===== config.mk =====
export PLATFORM = sky130hd
export DESIGN_NAME = dcache_stage
export DESIGN_NICKNAME = d
export VERILOG_FILES = /design/src/dcache_stage.sv
export SDC_FILE = /design/constraint.sdc
export NUM_CORES = 1
export LEC_CHECK = 0
export BUFFER_PORTS_ARGS = -buffer_cell sky130_fd_sc_hd__buf_2
export CORE_AREA = 2 2 39 41
export CTS_CLUSTER_DIAMETER = 100
export DETAILED_ROUTE_END_ITERATION = 6
export DIE_AREA = 0 0 41 43
export GPL_ROUTABILITY_DRIVEN = 0
export PLACE_DENSITY = 0.35
export SYNTH_ARGS = -nofsm -noshare
export SYNTH_HDL_FRONTEND = slang
export SYNTH_SLANG_ARGS = --single-unit

===== constraint.sdc =====
create_clock -name clk -period 3 [get_ports clk]
set_input_delay 0 -clock clk [delete_from_list [all_inputs] [get_ports clk]]
set_output_delay 0 -clock clk [all_outputs]
set_load 0.01 [all_outputs]

===== src/dcache_stage.sv =====
`timescale 1ns/1ns

module dcache_stage #(
    parameter type T = logic
) (
    input  logic clk,
    input  logic rstn,
    input  logic in_valid,
    output logic in_ready,
    input  T     in_data,
    output logic out_valid,
    input  logic out_ready,
    output T     out_data
);

    T           entry [2];
    logic       wr_ptr;
    logic       rd_ptr;
    logic [1:0] count;
    logic       push;
    logic       pop;

    // ready while a slot is free, so upstream never sees out_ready
    assign in_ready  = (count != 2'd2);
    assign out_valid = (count != 2'd0);
    assign out_data  = entry[rd_ptr];

    assign push = in_valid & in_ready;
    assign pop  = out_valid & out_ready;

    always_ff @(posedge clk or negedge rstn) begin
        if (!rstn) begin
            wr_ptr <= 1'b0;
            rd_ptr <= 1'b0;
            count  <= 2'd0;
        end else begin
            if (push) begin
                wr_ptr <= ~wr_ptr;
            end
            if (pop) begin
                rd_ptr <= ~rd_ptr;
            end
            case ({push, pop})
                2'b10:   count <= count + 2'd1;
                2'b01:   count <= count - 2'd1;
                default: count <= count;
            endcase
        end
    end

    // payload slots
    always_ff @(posedge clk) begin
        if (push) begin
            entry[wr_ptr] <= in_data;
        end
    end

endmodule


# After elaboration in Yosys (flattened, before gate mapping)
# Memory sizes are Yosys's and may differ from the RTL's.
# Index checks and enable logic that the tools add are counted.
# totals
register_bits,4
ram_bits,2
output_inout_bits,3
memories,1
# classes
addsub,2
n_eq_ne,3
n_mux,3
n_bitwise,4
reduce_logical,2
# memory_table
memory,depth,width,rd,rd_ports_with_merged_regs,wr,line_no,rtl
entry,2,1,1,0,1,16,T entry [2];
# ops
operator,count
$pmux 2 s2,1
$reduce_bool 2->1,2
$add 2x1->2 const B,1
$and 1x1->1,2
$eq 2x1->1 const B,1
$eq 2x2->1 const B,1
$mux 1,2
$ne 2x2->1 const B,1
$not 1->1,2
$sub 2x1->2 const B,1

# Depth between registers and ports, before layout
# Gate-level depths: netlist (run 1).
# logic_depth
ltp_word,4
depth_mapped,6
ltp_nobuf,6

# Least setup slack after synthesis (run 1)
# Ideal clock, no wire load.
# synth_path
path_type,reg-to-reg
from,reg count[0]
to,reg count[1]
setup_time_ns,0.079
arrival_time_ns,1.397
required_ns,2.921
slack_ns,1.524
stages_incl_launch_ff,6
period_less_slack_ns,1.476
path_cell_list,dfrtp_1 > or2_1 > and2_4 > ha_1 > nor2_1 > xor2_1
# synth_via
elab_chain_cells,4
word_cells_on_any_way,10
# synth_rtl
element,line_no,rtl
from (decl),19,logic [1:0] count;
from (signal assigned),44,2'b10: count <= count + 2'd1;
from (signal assigned),45,2'b01: count <= count - 2'd1;
from (signal assigned),46,default: count <= count;
$reduce_bool 2->1 (*),25,assign out_valid = (count != 2'd0);
net out_valid,11,"output logic out_valid,"
$and 1x1->1 (*),29,assign pop = out_valid & out_ready;
net pop,21,logic pop;
$eq 2x1->1 / $eq 2x2->1 (equally long branches),43,"case ({push, pop})"
$pmux 2 s2 / $reduce_bool 2->1 (equally long branches),-,
# The timed path passes the listed nets; every way through them passes the cells marked *.
# A chain may end at the register's enable or synchronous reset.

# Final worst setup path (run 1)
# layout_path
from,reg count[0]
to,reg count[1]
# layout_via
elab_chain_cells,4
word_cells_on_any_way,10
# layout_rtl
element,line_no
$reduce_bool 2->1 (*),25
$and 1x1->1 (*),29
net pop,21
$eq 2x1->1 / $eq 2x2->1 (equally long branches),43
$pmux 2 s2 / $reduce_bool 2->1 (equally long branches),-
# Marked as above.

==> flow_metrics.env, run 1 <==
export IMPL_status="completed"
export IMPL_yosysWarnings=0
export IMPL_fin_ws_ps=1500
export IMPL_ys_seq_elements=6
export IMPL_rsz0062_at_grt="no"
export IMPL_critPathMaxStageDelay_ps=410
export IMPL_final_antenna_net_count=0
export IMPL_wl_per_cell_um=10.6
export IMPL_antenna_cells=0
export IMPL_clkSinkCount=6
export IMPL_power_uw=369
export IMPL_postCtsHoldBufs=2
export IMPL_hold_path_class="in2reg"
export IMPL_route_detailed_drc=0
export IMPL_clockBufferDepth=2
export IMPL_crit_arrival_ps=1670
export IMPL_pre_cts_ws_ps=1510
export IMPL_maxSlewViolCount=0
export IMPL_setup_viol=0
export IMPL_p_per_area_nw_per_um2=1010
export IMPL_cp_num_buf_inv=0
export IMPL_htreeDepth=1
export IMPL_viasPerCell=3.92
export IMPL_row_count=14
export IMPL_grt_antenna_before_repair=0
export IMPL_syn_nets=26
export IMPL_drtIter0Drc=2
export IMPL_dieArea_um2=1760
export IMPL_max_freq_mhz=667
export IMPL_dr_pass1_iters=4
export IMPL_path_cells="or2_1, and2_4, ha_1, nor2_1, xor2_1"
export IMPL_netlist_area_um2=267
export IMPL_fin_nets=40
export IMPL_clk_pin_slew_ps=50
export IMPL_critPathSlowestCell="dfrtp_1"
export IMPL_startpoint_type="flop"
export IMPL_routed_wl_um=508
export IMPL_seq_area_frac_synth_pct=60.1
export IMPL_tightest_slew_ps=148
export IMPL_first_global_vias=226
export IMPL_cp_max_fo=4
export IMPL_die_w_um=41
export IMPL_final_hold_violation_count=0
export IMPL_layout_common_cells="7 x buf_2, 4 x dfrtp_1, 3 x xnor2_1, 3 x clkbuf_4"
export IMPL_crit_family="simple AND/OR/NAND/NOR gates"
export IMPL_fillers=158
export IMPL_timing_worst_setup_path_type="reg2reg"
export IMPL_worstPathRequired_ps=3170
export IMPL_cp_end_kind="flop"
export IMPL_worst_path_stages=5
export IMPL_io_buffers=7
export IMPL_clock_latency_ps=250
export IMPL_layout_min_cycle_time_ps=1500
export IMPL_dpl_hpwl_um=406
export IMPL_vias=188
export IMPL_grt_max_degree=5
export IMPL_syn_inst=20
export IMPL_io_pins=8
export IMPL_synth_distinct_cells=12
export IMPL_syn_avg_cell_area_um2=13.3
export IMPL_worstHoldPathCells=3
export IMPL_root_buffer="clkbuf_4"
export IMPL_cts_resized=0
export IMPL_start_util_pct=19.3
export IMPL_stdcell_area_um2=364
export IMPL_synthToLayoutAreaGrowth_pct=36.6
export IMPL_postPlaceCellArea_um2=322
export IMPL_die_h_um=43
export IMPL_r2r_cells=5
export IMPL_irDropWorstVdd_mv=0.240
export IMPL_coreArea_um2=1380
export IMPL_cts_buffers=3
export IMPL_track_usage_pct=8.59
export IMPL_skew_ps=0.0792
export IMPL_final_common_cell="buf_2"
export IMPL_cts_tree="yes"
export IMPL_maxCapViolations=0
export IMPL_post_cts_buffers=0
export IMPL_setup_tns_final_ps=0
export IMPL_grt_pass1_wl_um=910
export IMPL_gr_total_overflow=0
export IMPL_fin_hold_ws_ps=63.3
export IMPL_max_slew_margin_pct=90.1
export IMPL_final_layout_size_suffix_gt1_share_pct=37.5
export IMPL_p_leak_nw=0.162
export IMPL_fin_crit_sh_pct=50.0
-- stage by stage --
step                util (%)  std cells
floorplan                  -         20
global placement        23.2         43
detailed placement      23.2         43
CTS                     26.3         48
global route            26.3         48
finish                  26.3         48
-- state kept, by name (all words and copies together), names as in the netlist --
| name | cells |
|---|---|
| count | 2 |
| entry | 2 |
| rd_ptr | 1 |
| wr_ptr | 1 |
-- synth_stat cells, drive strengths merged --
| master | n | area share (%) |
|---|---|---|
| and2 | 1 | 3.3 |
| and3 | 1 | 2.3 |
| dfrtp | 4 | 38 |
| edfxtp | 2 | 23 |
| ha | 1 | 4.7 |
| mux2 | 1 | 4.2 |
| nand2 | 1 | 1.4 |
| nand2b | 1 | 2.3 |
| nor2 | 2 | 2.8 |
| or2 | 1 | 2.3 |
| xnor2 | 3 | 9.9 |
| xor2 | 2 | 6.6 |
-- logic make-up (layout without fill, tap and decap cells) --
family	Yosys count	in the layout	share of synthesized area [%]
xor gates and xnor gates	5	5	16.4
DFF	6	6	60.1
buffers and inverters	0	12	0
muxes	1	1	4.23
and+or+nand+nor	7	7	14.6
adders and majority gates	1	1	4.69
-- worst register-to-register path, delay by kind of cell (launching register included) --
| kind | cells | cell delay, ps |
|---|---|---|
| AND/OR/NAND/NOR | 3 | 560 |
| XOR/XNOR | 1 | 150 |
| flip-flops | 1 | 410 |
| adder cells (fa/ha/maj) | 1 | 300 |
-- per-layer routing --
metal  routed length, um  global-route usage, %  vias up
met2                 279                   12.2        7
li1                    -                      -       91
met5                   0                      0        -
met4                   4                   8.00        0
met3                  34                   4.71        2
met1                 190                   8.22       88
-- final timing paths --
check                           from       end  slack, ps
setup reg to reg            count[0]  count[1]       1500
setup / recovery            count[0]  count[1]       1500
max in group asynchronous       rstn    wr_ptr       2790
hold / removal             out_ready    rd_ptr         60
hold reg to reg               rd_ptr    rd_ptr        480
min in group asynchronous       rstn    rd_ptr         90
-- power by group --
group          total, mW  internal (mW)  switching, mW
registers          0.151          0.123         0.0277
logic              0.143         0.0784         0.0644
clock network     0.0757         0.0453         0.0303
total              0.369          0.247          0.122
-- layout make-up --
type | count | area [um2] | area share [%]
Clock buffer | 3 | 22.5 | 6.19
Tap cell | 16 | 20.0 | 5.50
Multi-Input combinational cell | 14 | 106 | 29.2
Sequential cell | 6 | 160 | 44.0
Timing Repair Buffer | 9 | 55.1 | 15.1
(Power assumes the default switching activity.)
==> inputs of run 2 (changes only) <==
==> constraint.sdc (replaced) <==
create_clock -name clk -period 1.55 [get_ports clk]
set_input_delay 0 -clock clk [delete_from_list [all_inputs] [get_ports clk]]
set_output_delay 0 -clock clk [all_outputs]
set_load 0.01 [all_outputs]
==> run 2 against run 1 <==
Effect of this change:
- cell area is 3.8% higher
- maximum frequency grew 2.4%
- final cell count is 4.2% higher
- sequential power is 86% higher
- count of clock-buffer cells in the layout increased by 1
- largest power group is now combinational logic
- non-clock buffer count rose by 1
- routed wire length fell by 0.39%
==> flow_metrics.env, run 2 (synthesis results as in run 1) <==
export IMPL_status="completed"
export IMPL_clock_latency_ps=250
export IMPL_skew_ps=3.52
export IMPL_io_buffers=7
export IMPL_final_layout_size_suffix_gt1_share_pct=41.2
export IMPL_grt_pass1_wl_um=793
export IMPL_cp_end_kind="flop"
export IMPL_maxCapViolations=0
export IMPL_io_pins=8
export IMPL_cts_tree="yes"
export IMPL_final_instance_count_excl_fill=50
export IMPL_die_h_um=43
export IMPL_drtIter0Drc=1
export IMPL_multi_input_area_um2=109
export IMPL_track_usage_pct=7.67
export IMPL_grt_antenna_before_repair=0
export IMPL_start_util_pct=19.3
export IMPL_tightest_slew_ps=175
export IMPL_synthToLayoutAreaGrowth_pct=41.8
export IMPL_fin_util_pct=27.3
export IMPL_vias=192
export IMPL_wl_per_cell_um=10.1
export IMPL_irDropWorstVdd_mv=0.527
export IMPL_gr_total_overflow=0
export IMPL_final_common_cell="buf_2"
export IMPL_timing_worst_setup_path_type="reg2reg"
export IMPL_register_area_um2=160
export IMPL_clk_pin_slew_ps=50
export IMPL_dp_cells=43
export IMPL_die_w_um=41
export IMPL_fillers=152
export IMPL_final_hold_violation_count=0
export IMPL_crit_arrival_ps=1640
export IMPL_setup_tns_final_ps=0
export IMPL_grt_max_degree=5
export IMPL_cp_max_fo=3
export IMPL_final_antenna_net_count=0
export IMPL_routed_wl_um=506
export IMPL_p_leak_nw=0.168
export IMPL_layout_min_cycle_time_ps=1460
export IMPL_first_global_vias=192
export IMPL_cts_buffers=3
export IMPL_top_regs="count (2), entry (2)"
export IMPL_startpoint_type="flop"
export IMPL_fin_hold_ws_ps=51.7
export IMPL_htreeDepth=1
export IMPL_layout_common_cells="7 x buf_2, 4 x dfrtp_1, 3 x xnor2_1, 3 x clkbuf_4"
export IMPL_root_buffer="clkbuf_4"
export IMPL_row_count=14
export IMPL_p_per_area_nw_per_um2=2030
export IMPL_setup_viol=0
export IMPL_max_slew_margin_pct=88.2
export IMPL_clkSinkCount=6
export IMPL_power_uw=767
export IMPL_viasPerCell=3.84
export IMPL_dr_pass1_iters=2
export IMPL_worstPathRequired_ps=1720
export IMPL_max_freq_mhz=683
export IMPL_maxSlewViolCount=0
export IMPL_hold_path_class="in2reg"
export IMPL_antenna_cells=0
export IMPL_route_detailed_drc=0
export IMPL_fin_nets=41
export IMPL_dieArea_um2=1760
export IMPL_fin_crit_sh_pct=94.5
export IMPL_clockBufferDepth=2
export IMPL_coreArea_um2=1380
-- run 2: cell types whose count changed in the layout (fill, tap and decap cells not counted) --
cell      delta
buf_4        +1
nor2_2       +1
clkbuf_1     +1
nor2_1       -1
-- run 2: final timing paths --
path | from | end | slack (ps) | depth (start not counted)
worst min-delay path | out_ready | rd_ptr | 50 | 3
worst max register to register | count[1] | count[1] | 90 | 5
worst max-delay path | count[1] | count[1] | 90 | 5
max in group asynchronous | rstn | count[0] | 1340 | 2
worst min register to register | rd_ptr | rd_ptr | 480 | 1
min in group asynchronous | rstn | wr_ptr | 90 | 2
-- run 2: cell type report --
class / instances / share of cell area (%)
well taps: 16 / 5.30
clock buffers: 4 / 6.95
flip-flops and latches: 6 / 42.4
multi-input cells: 14 / 28.8
repair buffers: 10 / 16.6
-- run 2: routing by layer --
metal	vias to the layer above	GRT usage (%)	share of wire [%]	routed length (um)
met1	90	7.84	41	206
met3	2	4.71	6.5	33
met4	0	8.00	1.6	8
li1	95	-	-	-
met5	-	0	0	0
met2	5	9.69	51	259
-- run 2: through the flow --
stage                     worst slack [ps]  area [um2]
after global placement                80.0         322
after CTS                             52.8         368
after detailed placement              70.6         322
after floorplan                       74.1         267
after global routing                 -9.08         378
final                                 85.1         378
-- run 2: critical path: stages (launching register included) --
cell and delay, ps:
dfrtp_1 390, or2_1 220, and2_4 160, ha_1 310, nor2_2 140, xor2_1 150
-- run 2: power by group --
part | internal, mW | switching [mW] | leakage [nW]
logic | 0.172 | 0.149 | 0.0875
clock network | 0.0982 | 0.0668 | 0.0150
registers | 0.238 | 0.0430 | 0.0653
-- run 2: timing repair --
item                       CTS  global route
setup buffers                0             1
hold endpoints to repair     6             0
setup endpoints to repair    0             1
gates resized for setup      0             1
hold buffers                 2             0
