==> config.mk <==
export PLATFORM = sky130hd
export DESIGN_NAME = dcache_ctrl
export DESIGN_NICKNAME = d
export VERILOG_FILES = /design/src/dcache_pkg.sv /design/src/dcache_ctrl.sv
export VERILOG_INCLUDE_DIRS = /design/src
export SDC_FILE = /design/constraint.sdc
export NUM_CORES = 1
export LEC_CHECK = 0
export BUFFER_PORTS_ARGS = -buffer_cell sky130_fd_sc_hd__buf_2
export CORE_AREA = 2 2 258 260
export DETAILED_ROUTE_END_ITERATION = 6
export DIE_AREA = 0 0 260 262
export GPL_TIMING_DRIVEN = 0
export PLACE_DENSITY_LB_ADDON = 0.25
export SLEW_MARGIN = 5
export SYNTH_ARGS = -nofsm -noshare
export SYNTH_HDL_FRONTEND = slang
export SYNTH_SLANG_ARGS = --single-unit
==> constraint.sdc <==
create_clock -name clk -period 4.3 [get_ports clk]
set_clock_uncertainty 0.15 [all_clocks]
set_input_delay 0.86 -clock clk [delete_from_list [all_inputs] [get_ports clk]]
set_output_delay 0.86 -clock clk [all_outputs]
set_load 0.02 [all_outputs]
==> src/dcache_defines.svh <==
`ifndef DCACHE_DEFINES_SVH
`define DCACHE_DEFINES_SVH

//////////////////////////////////////////////////
// cache geometry
//////////////////////////////////////////////////

// byte address width
`define DC_ADDR_W   32
// 16 sets
`define DC_INDEX_W  4
// word select inside a line
`define DC_OFFSET_W 2
// tag is whatever is left above index, offset and byte bits
`define DC_TAG_W    (`DC_ADDR_W - `DC_INDEX_W - `DC_OFFSET_W - 2)

// line size
`define DC_LINE_W   128
`define DC_WORDS    (`DC_LINE_W / 32)
`define DC_SETS     (1 << `DC_INDEX_W)

`endif

==> src/dcache_pkg.sv <==
`include "dcache_defines.svh"

package dcache_pkg;

    // processor load/store request
    typedef struct packed {
        logic                 wr;
        logic [`DC_ADDR_W-1:0] addr;
        logic [31:0]          wdata;
        logic [3:0]           wstrb;
    } dcache_req_t;

    // one response per request, stores included
    typedef struct packed {
        logic        wr;
        logic [31:0] rdata;
    } dcache_rsp_t;

    // memory port request
    // line address on reads, word address on writes
    typedef struct packed {
        logic                 wr;
        logic [`DC_ADDR_W-1:0] addr;
        logic [31:0]          wdata;
        logic [3:0]           wstrb;
    } mem_req_t;

    // four words, word 0 in the low bits
    typedef logic [`DC_WORDS-1:0][31:0] line_t;

    // one bit per way
    typedef logic [1:0] hit_t;

endpackage

==> src/dcache_ctrl.sv <==
`timescale 1ns/1ns
`include "dcache_defines.svh"

module dcache_ctrl import dcache_pkg::*; (
    input  logic                   clk,
    input  logic                   rstn,
    input  logic                   req_valid,
    output logic                   req_ready,
    input  dcache_req_t            req,
    output logic                   rsp_valid,
    input  logic                   rsp_ready,
    output dcache_rsp_t            rsp,
    output logic [`DC_INDEX_W-1:0]  index,
    output logic [`DC_TAG_W-1:0]    tag,
    input  hit_t                   hit,
    input  logic                   victim,
    input  line_t                  line,
    output logic                   word_we,
    output logic                   word_way,
    output logic [`DC_OFFSET_W-1:0] word_off,
    output logic [31:0]            word_data,
    output logic [3:0]             word_strb,
    output logic                   refill_we,
    output logic                   refill_way,
    output line_t                  refill_line,
    output logic [`DC_TAG_W-1:0]    refill_tag,
    output logic                   touch,
    output logic                   touch_way,
    output logic                   mem_req,
    output mem_req_t               mem_req_data,
    input  logic                   mem_addr_ok,
    input  logic                   mem_data_ok,
    input  line_t                  mem_rdata,
    input  logic                   mem_bvalid
);

    typedef enum logic [2:0] {
        st_idle,
        st_lookup,
        st_miss_read,
        st_miss_read_wait,
        st_write_req,
        st_write_wait,
        st_respond
    } state_t;

    state_t                  state;
    state_t                  next_state;
    logic                    any_hit;
    logic [`DC_OFFSET_W-1:0]  off;

    //////////////////////////////////////////////////
    // address split, request is held by the input stage
    //////////////////////////////////////////////////

    assign off     = req.addr[2 +: `DC_OFFSET_W];
    assign index   = req.addr[2 + `DC_OFFSET_W +: `DC_INDEX_W];
    assign tag     = req.addr[`DC_ADDR_W-1 -: `DC_TAG_W];
    assign any_hit = |hit;

    // store write data, enables come from the FSM
    assign word_way    = hit[1];
    assign word_off    = off;
    assign word_data   = req.wdata;
    assign word_strb   = req.wstrb;
    assign refill_way  = victim;
    assign refill_line = mem_rdata;
    assign refill_tag  = tag;
    assign touch_way   = hit[1];

    // loads fetch the whole line, stores go out as one word
    assign mem_req_data.wr    = req.wr;
    assign mem_req_data.addr  = req.wr ? {req.addr[`DC_ADDR_W-1:2], 2'b00}
                              : {req.addr[`DC_ADDR_W-1:`DC_OFFSET_W+2], {(`DC_OFFSET_W+2){1'b0}}};
    assign mem_req_data.wdata = req.wdata;
    assign mem_req_data.wstrb = req.wstrb;

    always_ff @(posedge clk or negedge rstn) begin
        if (!rstn) begin
            state <= st_idle;
        end else begin
            state <= next_state;
        end
    end

    //////////////////////////////////////////////////
    // next state and outputs
    //////////////////////////////////////////////////

    always_comb begin
        next_state = state;
        req_ready  = 1'b0;
        rsp_valid  = 1'b0;
        rsp.wr     = req.wr;
        rsp.rdata  = '0;
        word_we    = 1'b0;
        refill_we  = 1'b0;
        touch      = 1'b0;
        mem_req    = 1'b0;
        case (state)
            st_idle: begin
                if (req_valid) begin
                    next_state = st_lookup;
                end
            end
            st_lookup: begin
                if (!req.wr && any_hit) begin
                    // load hit answers right here
                    rsp_valid = 1'b1;
                    rsp.rdata = line[off];
                    if (rsp_ready) begin
                        req_ready  = 1'b1;
                        touch      = 1'b1;
                        next_state = st_idle;
                    end
                end else if (req.wr && any_hit) begin
                    // write-through, update the line then memory
                    word_we    = 1'b1;
                    touch      = 1'b1;
                    next_state = st_write_req;
                end else if (!req.wr) begin
                    next_state = st_miss_read;
                end else begin
                    // no write-allocate
                    next_state = st_write_req;
                end
            end
            st_miss_read: begin
                mem_req = 1'b1;
                if (mem_addr_ok) begin
                    next_state = st_miss_read_wait;
                end
            end
            st_miss_read_wait: begin
                if (mem_data_ok) begin
                    refill_we = 1'b1;
                    // forward the word from the refill data
                    rsp_valid = 1'b1;
                    rsp.rdata = mem_rdata[off];
                    if (rsp_ready) begin
                        req_ready  = 1'b1;
                        next_state = st_idle;
                    end else begin
                        next_state = st_respond;
                    end
                end
            end
            st_write_req: begin
                mem_req = 1'b1;
                if (mem_addr_ok) begin
                    next_state = st_write_wait;
                end
            end
            st_write_wait: begin
                if (mem_bvalid) begin
                    rsp_valid = 1'b1;
                    if (rsp_ready) begin
                        req_ready  = 1'b1;
                        next_state = st_idle;
                    end else begin
                        next_state = st_respond;
                    end
                end
            end
            st_respond: begin
                // refilled line is in the store by now
                rsp_valid = 1'b1;
                if (!req.wr) begin
                    rsp.rdata = line[off];
                end
                if (rsp_ready) begin
                    req_ready  = 1'b1;
                    next_state = st_idle;
                end
            end
            default: begin
                next_state = st_idle;
            end
        endcase
    end

endmodule

# [Word level (Yosys, flattened, before mapping)]
# Index checks and enable logic that the tools add are counted.
[word_totals] regBits=3 in_bits=335
[op_classes] n_reduce_logical=7 n_eq_ne=11 order_cmp=1 muxes=36
[ops] op="2-to-1 mux 32 bit" n=5
[ops] op="binary-select mux 32 bit (select 2 bit)" n=2
[ops] op="case mux 32 bit (3 select lines)" n=1
[ops] op="2-to-1 mux 3 bit" n=10
[ops] op="case mux 3 bit (7 select lines)" n=1
[ops] op="2-to-1 mux 1 bit" n=14
[ops] op="!= test 2 bit (second input constant)" n=5
[ops] op="== test 3 bit (second input constant)" n=3
[ops] op="case mux 1 bit (4 select lines)" n=2
[ops] op="== test 3 x 2 -> 1 bit (second input constant)" n=2
[ops] op="AND reduction 5 bit" n=1
[ops] op="2-to-1 mux 4 bit" n=1
[ops] op="OR reduction 2 bit" n=2
[ops] op="== test 3 x 1 -> 1 bit (second input constant)" n=1
[ops] op="zero test 3 bit" n=1
[ops] op="less-than comparator 2 x 3 -> 1 bit (second input constant)" n=1
[ops] op="logical AND 1 bit" n=2
[ops] op="zero test 1 bit" n=1

# [Depth between registers and ports, before layout]
# Gate-level depths: netlist (run 1).
[logic_depth] word_depth=5 ltp_mapped=5 ltp_nobuf=3

# [Least setup slack after synthesis (run 1)]
# Ideal clock, no wire load.
[synth_path] path_type="input -> output" from="input req[68] (netlist name)" to="output rsp[26] (netlist name)" required_time_ns=3.290 path_buffers=2 arrival_time_ns=1.949 path_stages=3 slack_ns=1.341 cell_sequence="clkbuf_1 > clkbuf_1 > o31ai_1"
[synth_lines] element="from (decl)" line="dcache_ctrl.sv:9" source="input dcache_req_t req,"
[synth_lines] element="to (decl)" line="dcache_ctrl.sv:12" source="output dcache_rsp_t rsp,"

==> results of run 1 <==
Yosys cell counts, drive strengths merged, types with 2 or more instances:
cell type,count
a21oi,2
a22oi,2
a31oi,2
and2,2
buf,311
clkbuf,6
dfrtp,3
inv,34
mux4,64
nand2,36
nor2,3
nor2b,3
nor3b,2
o21ai,4
o31ai,33
cell type report:
class	instances	area [um2]	share of cell area
clock buffer	4	78.8	0.00890
timing repair buffer	592	2960	0.334
inverter	34	128	0.0144
buffer	317	2360	0.267
multi-input combinational	170	2160	0.244
sequential	3	75.1	0.00847
antenna	2	5.00	0.000565
tap	864	1080	0.122
power breakdown:
part           switching, W  internal, W   total, W
clock network     0.0000272     0.000123   0.000150
logic              0.000764     0.000590    0.00135
registers         0.0000159    0.0000411  0.0000569
total              0.000807     0.000754    0.00156
kinds of logic (layout without fill, tap and decap cells):
logic type | after synthesis | in the layout
buffers and inverters | 351 | 947
muxes | 65 | 65
and+or+nand+nor | 52 | 52
AOI/OAI and AO/OA | 51 | 51
DFF | 3 | 3
other | 1 | 4
final timing paths:
check,startpoint,endpoint,slack (ns),depth (start not counted)
hold reg to reg,state[0]$_DFFE_PN0P_,state[2]$_DFFE_PN0P_,0.66,3
setup / recovery,req[68],rsp[26],0.25,5
hold / removal,rstn,state[0]$_DFFE_PN0P_,0.28,1
setup reg to reg,state[0]$_DFFE_PN0P_,state[1]$_DFFE_PN0P_,2.64,4
max in group asynchronous,rstn,state[2]$_DFFE_PN0P_,3.61,1
min in group clk,state[0]$_DFFE_PN0P_,state[2]$_DFFE_PN0P_,0.66,3
worst max-delay path: stages:
cell and delay, ns:
buf_2 0.15, clkbuf_1 0.76, clkbuf_1 0.74, o31ai_1 0.27, buf_2 0.24
routing by layer:
layer / track usage / up-vias / wire, um
met3: 0.0120 / 34 / 2220
met2: 0.168 / 403 / 17100
met1: 0.0933 / 2687 / 11600
li1: - / 2720 / -
met4: 0.0169 / 4 / 650
met5: 0 / - / 20
per-stage QoR:
stage | util | setup WS [ns] | power (W) | area, um2
6_report | 0.136 | 0.254 | 0.00156 | 8860
5_1_grt | 0.136 | 0.0819 | 0.00168 | 8860
4_1_cts | 0.136 | 0.0761 | 0.00161 | 8850
3_5_place_dp | 0.134 | 0.0829 | 0.00146 | 8770
3_3_place_gp | 0.134 | 0.0988 | 0.00145 | 8770
2_1_floorplan | - | 1.34 | 0.000894 | 4730
layout by cell type (no fill, tap or decap), types with 2 or more instances in the layout:
| cell type | Yosys | layout |
|---|---|---|
| buf_2 | 13 | 605 |
| buf_4 | 292 | 292 |
| mux4_2 | 64 | 64 |
| nand2_1 | 36 | 36 |
| inv_1 | 34 | 34 |
| o31ai_2 | 17 | 17 |
| o31ai_1 | 16 | 16 |
| clkbuf_1 | 6 | 7 |
| buf_6 | 4 | 4 |
| o21ai_0 | 4 | 4 |
| nor2b_1 | 3 | 3 |
| nor2_1 | 3 | 3 |
| clkbuf_16 | 0 | 3 |
| dfrtp_1 | 3 | 3 |
| diode_2 | 0 | 2 |
| buf_12 | 2 | 2 |
| a31oi_1 | 2 | 2 |
| and2_1 | 2 | 2 |
| a21oi_1 | 2 | 2 |
| nor3b_1 | 2 | 2 |
| conb_1 | 1 | 2 |
==> qor.yml, run 1 <==
finalCritPeriodShare: 0.941
area_growth_pct: 87.4
synth-compound-area-share: 0.0982
nFillCells: 7527
grt_pass1_wl_um: 41000
rows: 94
synth-seq-area-share: 0.0159
grt_setup_unrepaired: "false"
synth_top_area_frac: 0.464
path_max_fanout: 10
root_buffer: "clkbuf_16"
setup-violations-final: 0
grt_use_total: 0.0841
die_w_um: 260
grt_max_degree: 11
drc: 0
largest-register: "state"
synth_mux_area_frac: 0.307
period_needed_ns: 4.05
hold_path.class: "input port to asynchronous set/reset pin"
cp_data_required_time_ns: 3.29
startpoint_type: "input port"
die_area_um2: 68100
slew_headroom: 0.336
core_um2: 65300
vias: 5848
portBuffers: 592
synth-simple-area-share: 0.0506
start_util: 0.0724
final_nets: 1456
slew_violations: 0
h-tree-depth: 1
synth.cell_area_um2: 4730
avgSynthCellArea_um2: 9.04
critPathKind: "input port to primary output"
place_inst: 1980
die_y_um: 262
largest_reg_flops: 3
clock_path_buffers: 2
ys_warn_count: 0
cellLeakagePower_nw: 4.77
worstPathArrival_ns: 3.04
drt-initial-drc-count: 82
holdWs_ns: 0.278
cts_setup_buffers: 0
cts_hold_buf: 0
dp_hpwl_um: 29400
synthAdderAreaFrac: 0
synth_top_area_cell: "buf_4"
synth_cell_types: 36
crit_path_end_kind: "primary output"
drv_cap: 0
io_pins: 664
synth_ff_type: "dfrtp_1"
drive_gt1_frac: 0.884
wl_um: 31600
detail_route.first_pass.iterations: 4
async_reset_ff_frac: 1.00
max_freq_mhz: 247
status: "completed"
worst_slew_pin_slew_ns: 0.997
top_regs: "state: 3 flops"
final_hold_viol_count: 0
ys_top_cells_by_area: "buf_4 (46%), mux4_2 (30%), o31ai_2 (4.5%)"
cts_buffers: 3
setup-tns-final_ns: 0
yosys.area_share.xor_xnor: 0
antenna_found_initial: 10
post_cts_resized: 0
final_cells: 1986
via_per_inst: 2.94
grt_pass1_vias: 5874
cts.clk_slew.worst_paths_ns: 0.03
synthCells: 523
cts_tree: "done"
gp_congestion: 0.878
wire_per_inst_um: 15.9
synth_top_family_by_area: "buffers and inverters"
antenna_left: 0
ir_worst_vdd_mv: 0.0709
power.density_nw_per_um2: 176
synth-seq-cells: 3
cts.sinks: 3
synth_edf_count: 0
clk_latency_ns: 0.23
grt-ovfl-total: 0
Power figures use the tool's default switching activity.
==> run 2: changes to the inputs <==
Settings changed: ABC_AREA set to 1, CORE_AREA 2 2 258 260 to 2 2 259 261, DIE_AREA 0 0 260 262 to 0 0 261 263.
==> qor.yml, run 2 <==
synth.cell_area_um2: 5030  # +6.5%
final_common_cell: "buf_2"
setup-violations-final: 0  # unchanged
portBuffers: 593  # +0.17%
final_cell_mix: "buf_2 (610), buf_4 (297), nor2_1 (200)"
synth_mux_area_frac: 0  # -0.307
cp_data_required_time_ns: 3.29  # about the same
drt-initial-drc-count: 295  # +260%
worstPathArrival_ns: 2.87  # -0.17 ns
swShare: 0.558  # +0.0410
core_um2: 65600  # +0.54%
async_reset_ff_frac: 1.00  # unchanged
hold_path.class: "input port to asynchronous set/reset pin"
met1_length_um: 15300  # +32%
ys_warn_count: 0  # unchanged
synth-compound-area-share: 0.229  # +0.131
detail_route.first_pass.iterations: 7  # +3
clk_latency_ns: 0.22  # about the same
via_per_inst: 3.28  # +12%
finalCritPeriodShare: 0.901  # -0.0395
root_buffer: "clkbuf_16"
grt_setup_unrepaired: "false"
ir_worst_vdd_mv: 0.121  # +70%
wire_per_inst_um: 16.9  # +6.4%
slew_violations: 0  # unchanged
p_clk_frac: 0.089  # -0.007
synth_top_family_by_area: "buffers and inverters"
cts_setup_buffers: 0  # unchanged
synth_ff_type: "dfrtp_1"
synth_top_area_cell: "buf_4"
clock_path_buffers: 2  # unchanged
rr_worst_depth: 6  # +2
path_max_fanout: 10  # unchanged
die_area_um2: 68600  # +0.77%
synth_edf_count: 0  # unchanged
ys_top_cells_by_area: "buf_4 (44%), o21ai_0 (16%), nor2_1 (15%)"
intPower_w: 0.000730  # -3.1%
cts_buffers: 3  # unchanged
wl_um: 39900  # +26%
power.density_nw_per_um2: 180  # +2.2%
die_y_um: 263  # +0.38%
die_w_um: 261  # +0.38%
final_hold_viol_count: 0  # unchanged
synth-seq-cells: 3  # unchanged
startpoint_type: "input port"
area_growth_pct: 82.2
period_needed_ns: 3.88  # -0.170 ns
highest_layer: "met5"
synth_cell_types: 28  # -22%
cts.sinks: 3  # unchanged
synthAdderAreaFrac: 0  # unchanged
io_pins: 664  # unchanged
drc: 0  # unchanged
worst_slew_pin_slew_ns: 0.862  # -0.134 ns
ys_top_cells_by_count: "buf_4 (297), nor2_1 (200), o21ai_0 (162)"
slew_headroom: 0.425  # +0.0894
drive_gt1_frac: 0.628  # -0.256
cellLeakagePower_nw: 5.13  # +7.5%
gp_congestion: 0.872  # -0.67%
dp_hpwl_um: 35300  # +20%
synth-seq-area-share: 0.0149  # -0.000971
cts_tree: "done"
antenna_found_initial: 6  # -4
cts_hold_buf: 0  # unchanged
largest-register: "state"
utilization: 0.140  # +0.00407
rows: 94  # unchanged
wl_met2_um: 20500  # +20%
p_comb_frac: 0.875  # +0.007
h-tree-depth: 1  # unchanged
grt_max_degree: 11  # unchanged
max_freq_mhz: 258  # +4.4%
status: "completed"
crit_path_end_kind: "primary output"
cts.clk_slew.worst_paths_ns: 0.03  # about the same
largest_reg_flops: 3  # unchanged
vias: 7752  # +33%
grt_pass1_wl_um: 53300  # +30%
top_regs: "state: 3 flops"
synthCells: 895  # +71%
synth_most_common_cell: "buf_4"
wl_met3_um: 2990  # +35%
avgSynthCellArea_um2: 5.63  # -38%
yosys.area_share.xor_xnor: 0  # unchanged
grt_use_total: 0.107  # +0.0228
critPathKind: "input port to primary output"
final_nets: 1829  # +26%
synth-simple-area-share: 0.251  # +0.201
synth_top_area_frac: 0.443  # -0.0209
antenna_left: 0  # unchanged
setup-tns-final_ns: 0  # unchanged
grt-ovfl-total: 0  # unchanged
start_util: 0.0767  # +0.00430
grt_pass1_vias: 7913  # +35%
drv_cap: 0  # unchanged
p_switching_w: 0.000922  # +14%
post_cts_resized: 0  # unchanged
seqPwrFrac: 0.036  # about the same
## run 2: cell types whose count changed after synthesis, moves of 7 or more
cell | previous run | this run
o31ai_1 | 16 | 0
clkbuf_1 | 6 | 13
mux4_2 | 64 | 0
o21ai_0 | 4 | 162
o31ai_2 | 17 | 0
o21ai_1 | 0 | 66
nor2_1 | 3 | 200
nand2_1 | 36 | 86
inv_1 | 34 | 9
## run 2: final timing paths
| check | start | end | slack, ns |
|---|---|---|---|
| worst max-delay path | req[38] | rsp[27] | 0.42 |
| worst min-delay path | rstn | state[0]$_DFFE_PN0P_ | 0.28 |
| worst max register to register | state[2]$_DFFE_PN0P_ | state[1]$_DFFE_PN0P_ | 2.77 |
| worst min register to register | state[1]$_DFFE_PN0P_ | state[1]$_DFFE_PN0P_ | 0.51 |
| max in group asynchronous | rstn | state[2]$_DFFE_PN0P_ | 3.62 |
| min in group clk | state[1]$_DFFE_PN0P_ | state[1]$_DFFE_PN0P_ | 0.51 |
## run 2: final cells by class
type,instances,area (um2)
fill,7798,56500
timing repair buffer,593,2970
buffer,341,2490
multi-input combinational,541,2430
tap,864,1080
clock buffer,4,78.8
sequential,3,75.1
inverter,11,43.8
antenna,3,7.51
## run 2: kinds of logic after synthesis
kind of cell           after synthesis
AO/OA/AOI/OAI                      230
flip-flops                           3
AND/OR/NAND/NOR                    309
other                                1
buffers and inverters              352
## run 2: stage by stage
stage               instance area [um2]  hold slack [ns]  power (W)  worst slack, ns  instances
floorplan                          5040            0.414   0.000948             1.57        896
global placement                   9090            0.506    0.00154            0.315       2353
detailed placement                 9090            0.508    0.00154            0.297       2353
CTS                                9170            0.276    0.00169            0.288       2357
global route                       9170            0.279    0.00179            0.271       2358
finish                             9170            0.276    0.00165            0.424       2360
## run 2: power groups by stage
| stage | Combinational, W | Sequential, W | Clock (W) |
|---|---|---|---|
| final | 0.00145 | 0.0000600 | 0.000147 |
| after global routing | 0.00157 | 0.0000618 | 0.000154 |
| after CTS | 0.00148 | 0.0000605 | 0.000149 |
| after detailed placement | 0.00147 | 0.0000608 | 0 |
| after global placement | 0.00148 | 0.0000600 | 0 |
| after floorplan | 0.000893 | 0.0000550 | 0 |
## run 2: critical path: stages
cell and delay, ns:
buf_2 0.14, inv_1 0.08, buf_4 0.22, clkbuf_1 0.61
o21ai_0 0.37, o21ai_1 0.18, nand2_1 0.10, nand2_1 0.11
buf_2 0.18
## run 2: metal layers
| metal | global-route usage | vias up |
|---|---|---|
| met5 | 0 | - |
| met4 | 0.0287 | 4 |
| met3 | 0.0152 | 48 |
| met2 | 0.206 | 448 |
| met1 | 0.120 | 3465 |
| li1 | - | 3787 |
==> run 3: changes to the inputs <==
Settings changed: SETUP_SLACK_MARGIN set to 0.5.
==> qor.yml, run 3 (synthesis gave the netlist of run 2 again) <==
h-tree-depth: 1  # unchanged
max_freq_mhz: 273  # +5.8%
worstPathArrival_ns: 2.65  # -0.22 ns
hold_path.class: "input port to asynchronous set/reset pin"
finalCritPeriodShare: 0.852  # -0.0493
die_y_um: 263  # unchanged
final_common_cell: "buf_2"
portBuffers: 593  # unchanged
placement.cell_area_um2: 9090  # unchanged
cellLeakagePower_nw: 5.14  # +0.25%
cts_tree: "done"
drv_cap: 0  # unchanged
crit_path_end_kind: "primary output"
grt_setup_unrepaired: "false"
wl_um: 40000  # about the same
gp_congestion: 0.872  # unchanged
setup-tns-final_ns: 0  # unchanged
antenna_left: 0  # unchanged
clock_path_buffers: 2  # unchanged
slew_headroom: 0.582  # +0.157
cts.sinks: 3  # unchanged
antenna_found_initial: 6  # unchanged
vias: 7749  # -0.039%
worst_slew_pin_slew_ns: 0.620  # -0.243 ns
nFillCells: 7793  # -0.064%
path_max_fanout: 11  # +1
met1_length_um: 15500  # +1.3%
highest_layer: "met5"
grt-ovfl-total: 0  # unchanged
largest-register: "state"
setup-violations-final: 0  # unchanged
grt_pass1_vias: 7912  # -0.013%
clk_latency_ns: 0.22  # about the same
drt-initial-drc-count: 296  # +0.34%
io_pins: 664  # unchanged
grt_pass1_wl_um: 53300  # about the same
ir_worst_vdd_mv: 0.120  # about the same
die_w_um: 261  # unchanged
startpoint_type: "input port"
largest_reg_flops: 3  # unchanged
cts_hold_buf: 0  # unchanged
die_area_um2: 68600  # unchanged
via_per_inst: 3.28  # about the same
power.density_nw_per_um2: 180  # +0.11%
final_hold_viol_count: 0  # unchanged
fin_area_um2: 9180  # about the same
cts_buffers: 3  # unchanged
root_buffer: "clkbuf_16"
drc: 0  # unchanged
post_cts_resized: 6  # +6
period_needed_ns: 3.66  # -0.212 ns
wl_met3_um: 2790  # -6.7%
wire_per_inst_um: 16.9  # about the same
grt_use_total: 0.107  # about the same
detail_route.first_pass.iterations: 6  # -1
core_um2: 65600  # unchanged
drive_gt1_frac: 0.630  # +0.00268
critPathKind: "input port to primary output"
area_growth_pct: 82.4  # about the same
final_cell_mix: "buf_2 (609), buf_4 (298), nor2_1 (200)"
slew_violations: 0  # unchanged
grt_max_degree: 11  # unchanged
top_regs: "state: 3 flops"
cts.clk_slew.worst_paths_ns: 0.03  # about the same
start_util: 0.0767  # unchanged
final_nets: 1829  # unchanged
status: "completed"
cts_setup_buffers: 0  # unchanged
wl_met2_um: 20500  # about the same
dp_hpwl_um: 35300  # unchanged
rows: 94  # unchanged
cp_data_required_time_ns: 3.29  # about the same
[run 3: cell counts in the layout (fill, tap and decap cells not counted)]
No cell type changed its count.
[run 3: worst paths after layout]
check                                     startpoint  slack, ns  depth (start not counted)                   end
worst min register to register  state[1]$_DFFE_PN0P_       0.51                          3  state[1]$_DFFE_PN0P_
worst max-delay path                         req[38]       0.64                          9               rsp[30]
min in group clk                state[1]$_DFFE_PN0P_       0.51                          3  state[1]$_DFFE_PN0P_
max in group asynchronous                       rstn       3.62                          1  state[2]$_DFFE_PN0P_
worst max register to register  state[2]$_DFFE_PN0P_       2.78                          6  state[1]$_DFFE_PN0P_
worst min-delay path                            rstn       0.28                          1  state[0]$_DFFE_PN0P_
[run 3: per-stage QoR]
step / hold slack [ns] / total power, W / utilization / instances / setup WS, ns
floorplan: 0.414 / 0.000948 / - / 896 / 1.57
global placement: 0.506 / 0.00154 / 0.138 / 2353 / 0.315
finish: 0.276 / 0.00166 / 0.140 / 2360 / 0.636
CTS: 0.276 / 0.00169 / 0.140 / 2357 / 0.539
detailed placement: 0.508 / 0.00154 / 0.138 / 2353 / 0.297
global route: 0.279 / 0.00179 / 0.140 / 2358 / 0.520
[run 3: cell type report]
| class | instances | area [um2] | share of cell area |
|---|---|---|---|
| repair buffers | 593 | 2970 | 0.323 |
| plain buffers | 341 | 2500 | 0.272 |
| multi-input cells | 541 | 2430 | 0.264 |
| well taps | 864 | 1080 | 0.118 |
| clock buffers | 4 | 78.8 | 0.00859 |
| flip-flops and latches | 3 | 75.1 | 0.00818 |
| inverters | 11 | 43.8 | 0.00477 |
| diodes | 3 | 7.51 | 0.000818 |
[run 3: routing by layer]
| metal | track usage | vias up |
|---|---|---|
| met5 | 0 | - |
| met4 | 0.0287 | 4 |
| met3 | 0.0152 | 48 |
| met2 | 0.206 | 448 |
| met1 | 0.120 | 3454 |
| li1 | - | 3795 |
[run 3: where the power goes]
group | total, W | switching [W] | internal (W)
clock | 0.000147 | 0.0000247 | 0.000122
combinational | 0.00145 | 0.000880 | 0.000568
sequential | 0.0000599 | 0.0000193 | 0.0000406
total | 0.00166 | 0.000924 | 0.000731
[run 3: critical path, cell delays in order]
cell and delay [ns]:
buf_2 0.16, inv_1 0.07, buf_4 0.20, clkbuf_2 0.29
o21ai_0 0.57, o21ai_1 0.15, o21ai_1 0.12, nand2_1 0.06
buf_2 0.16
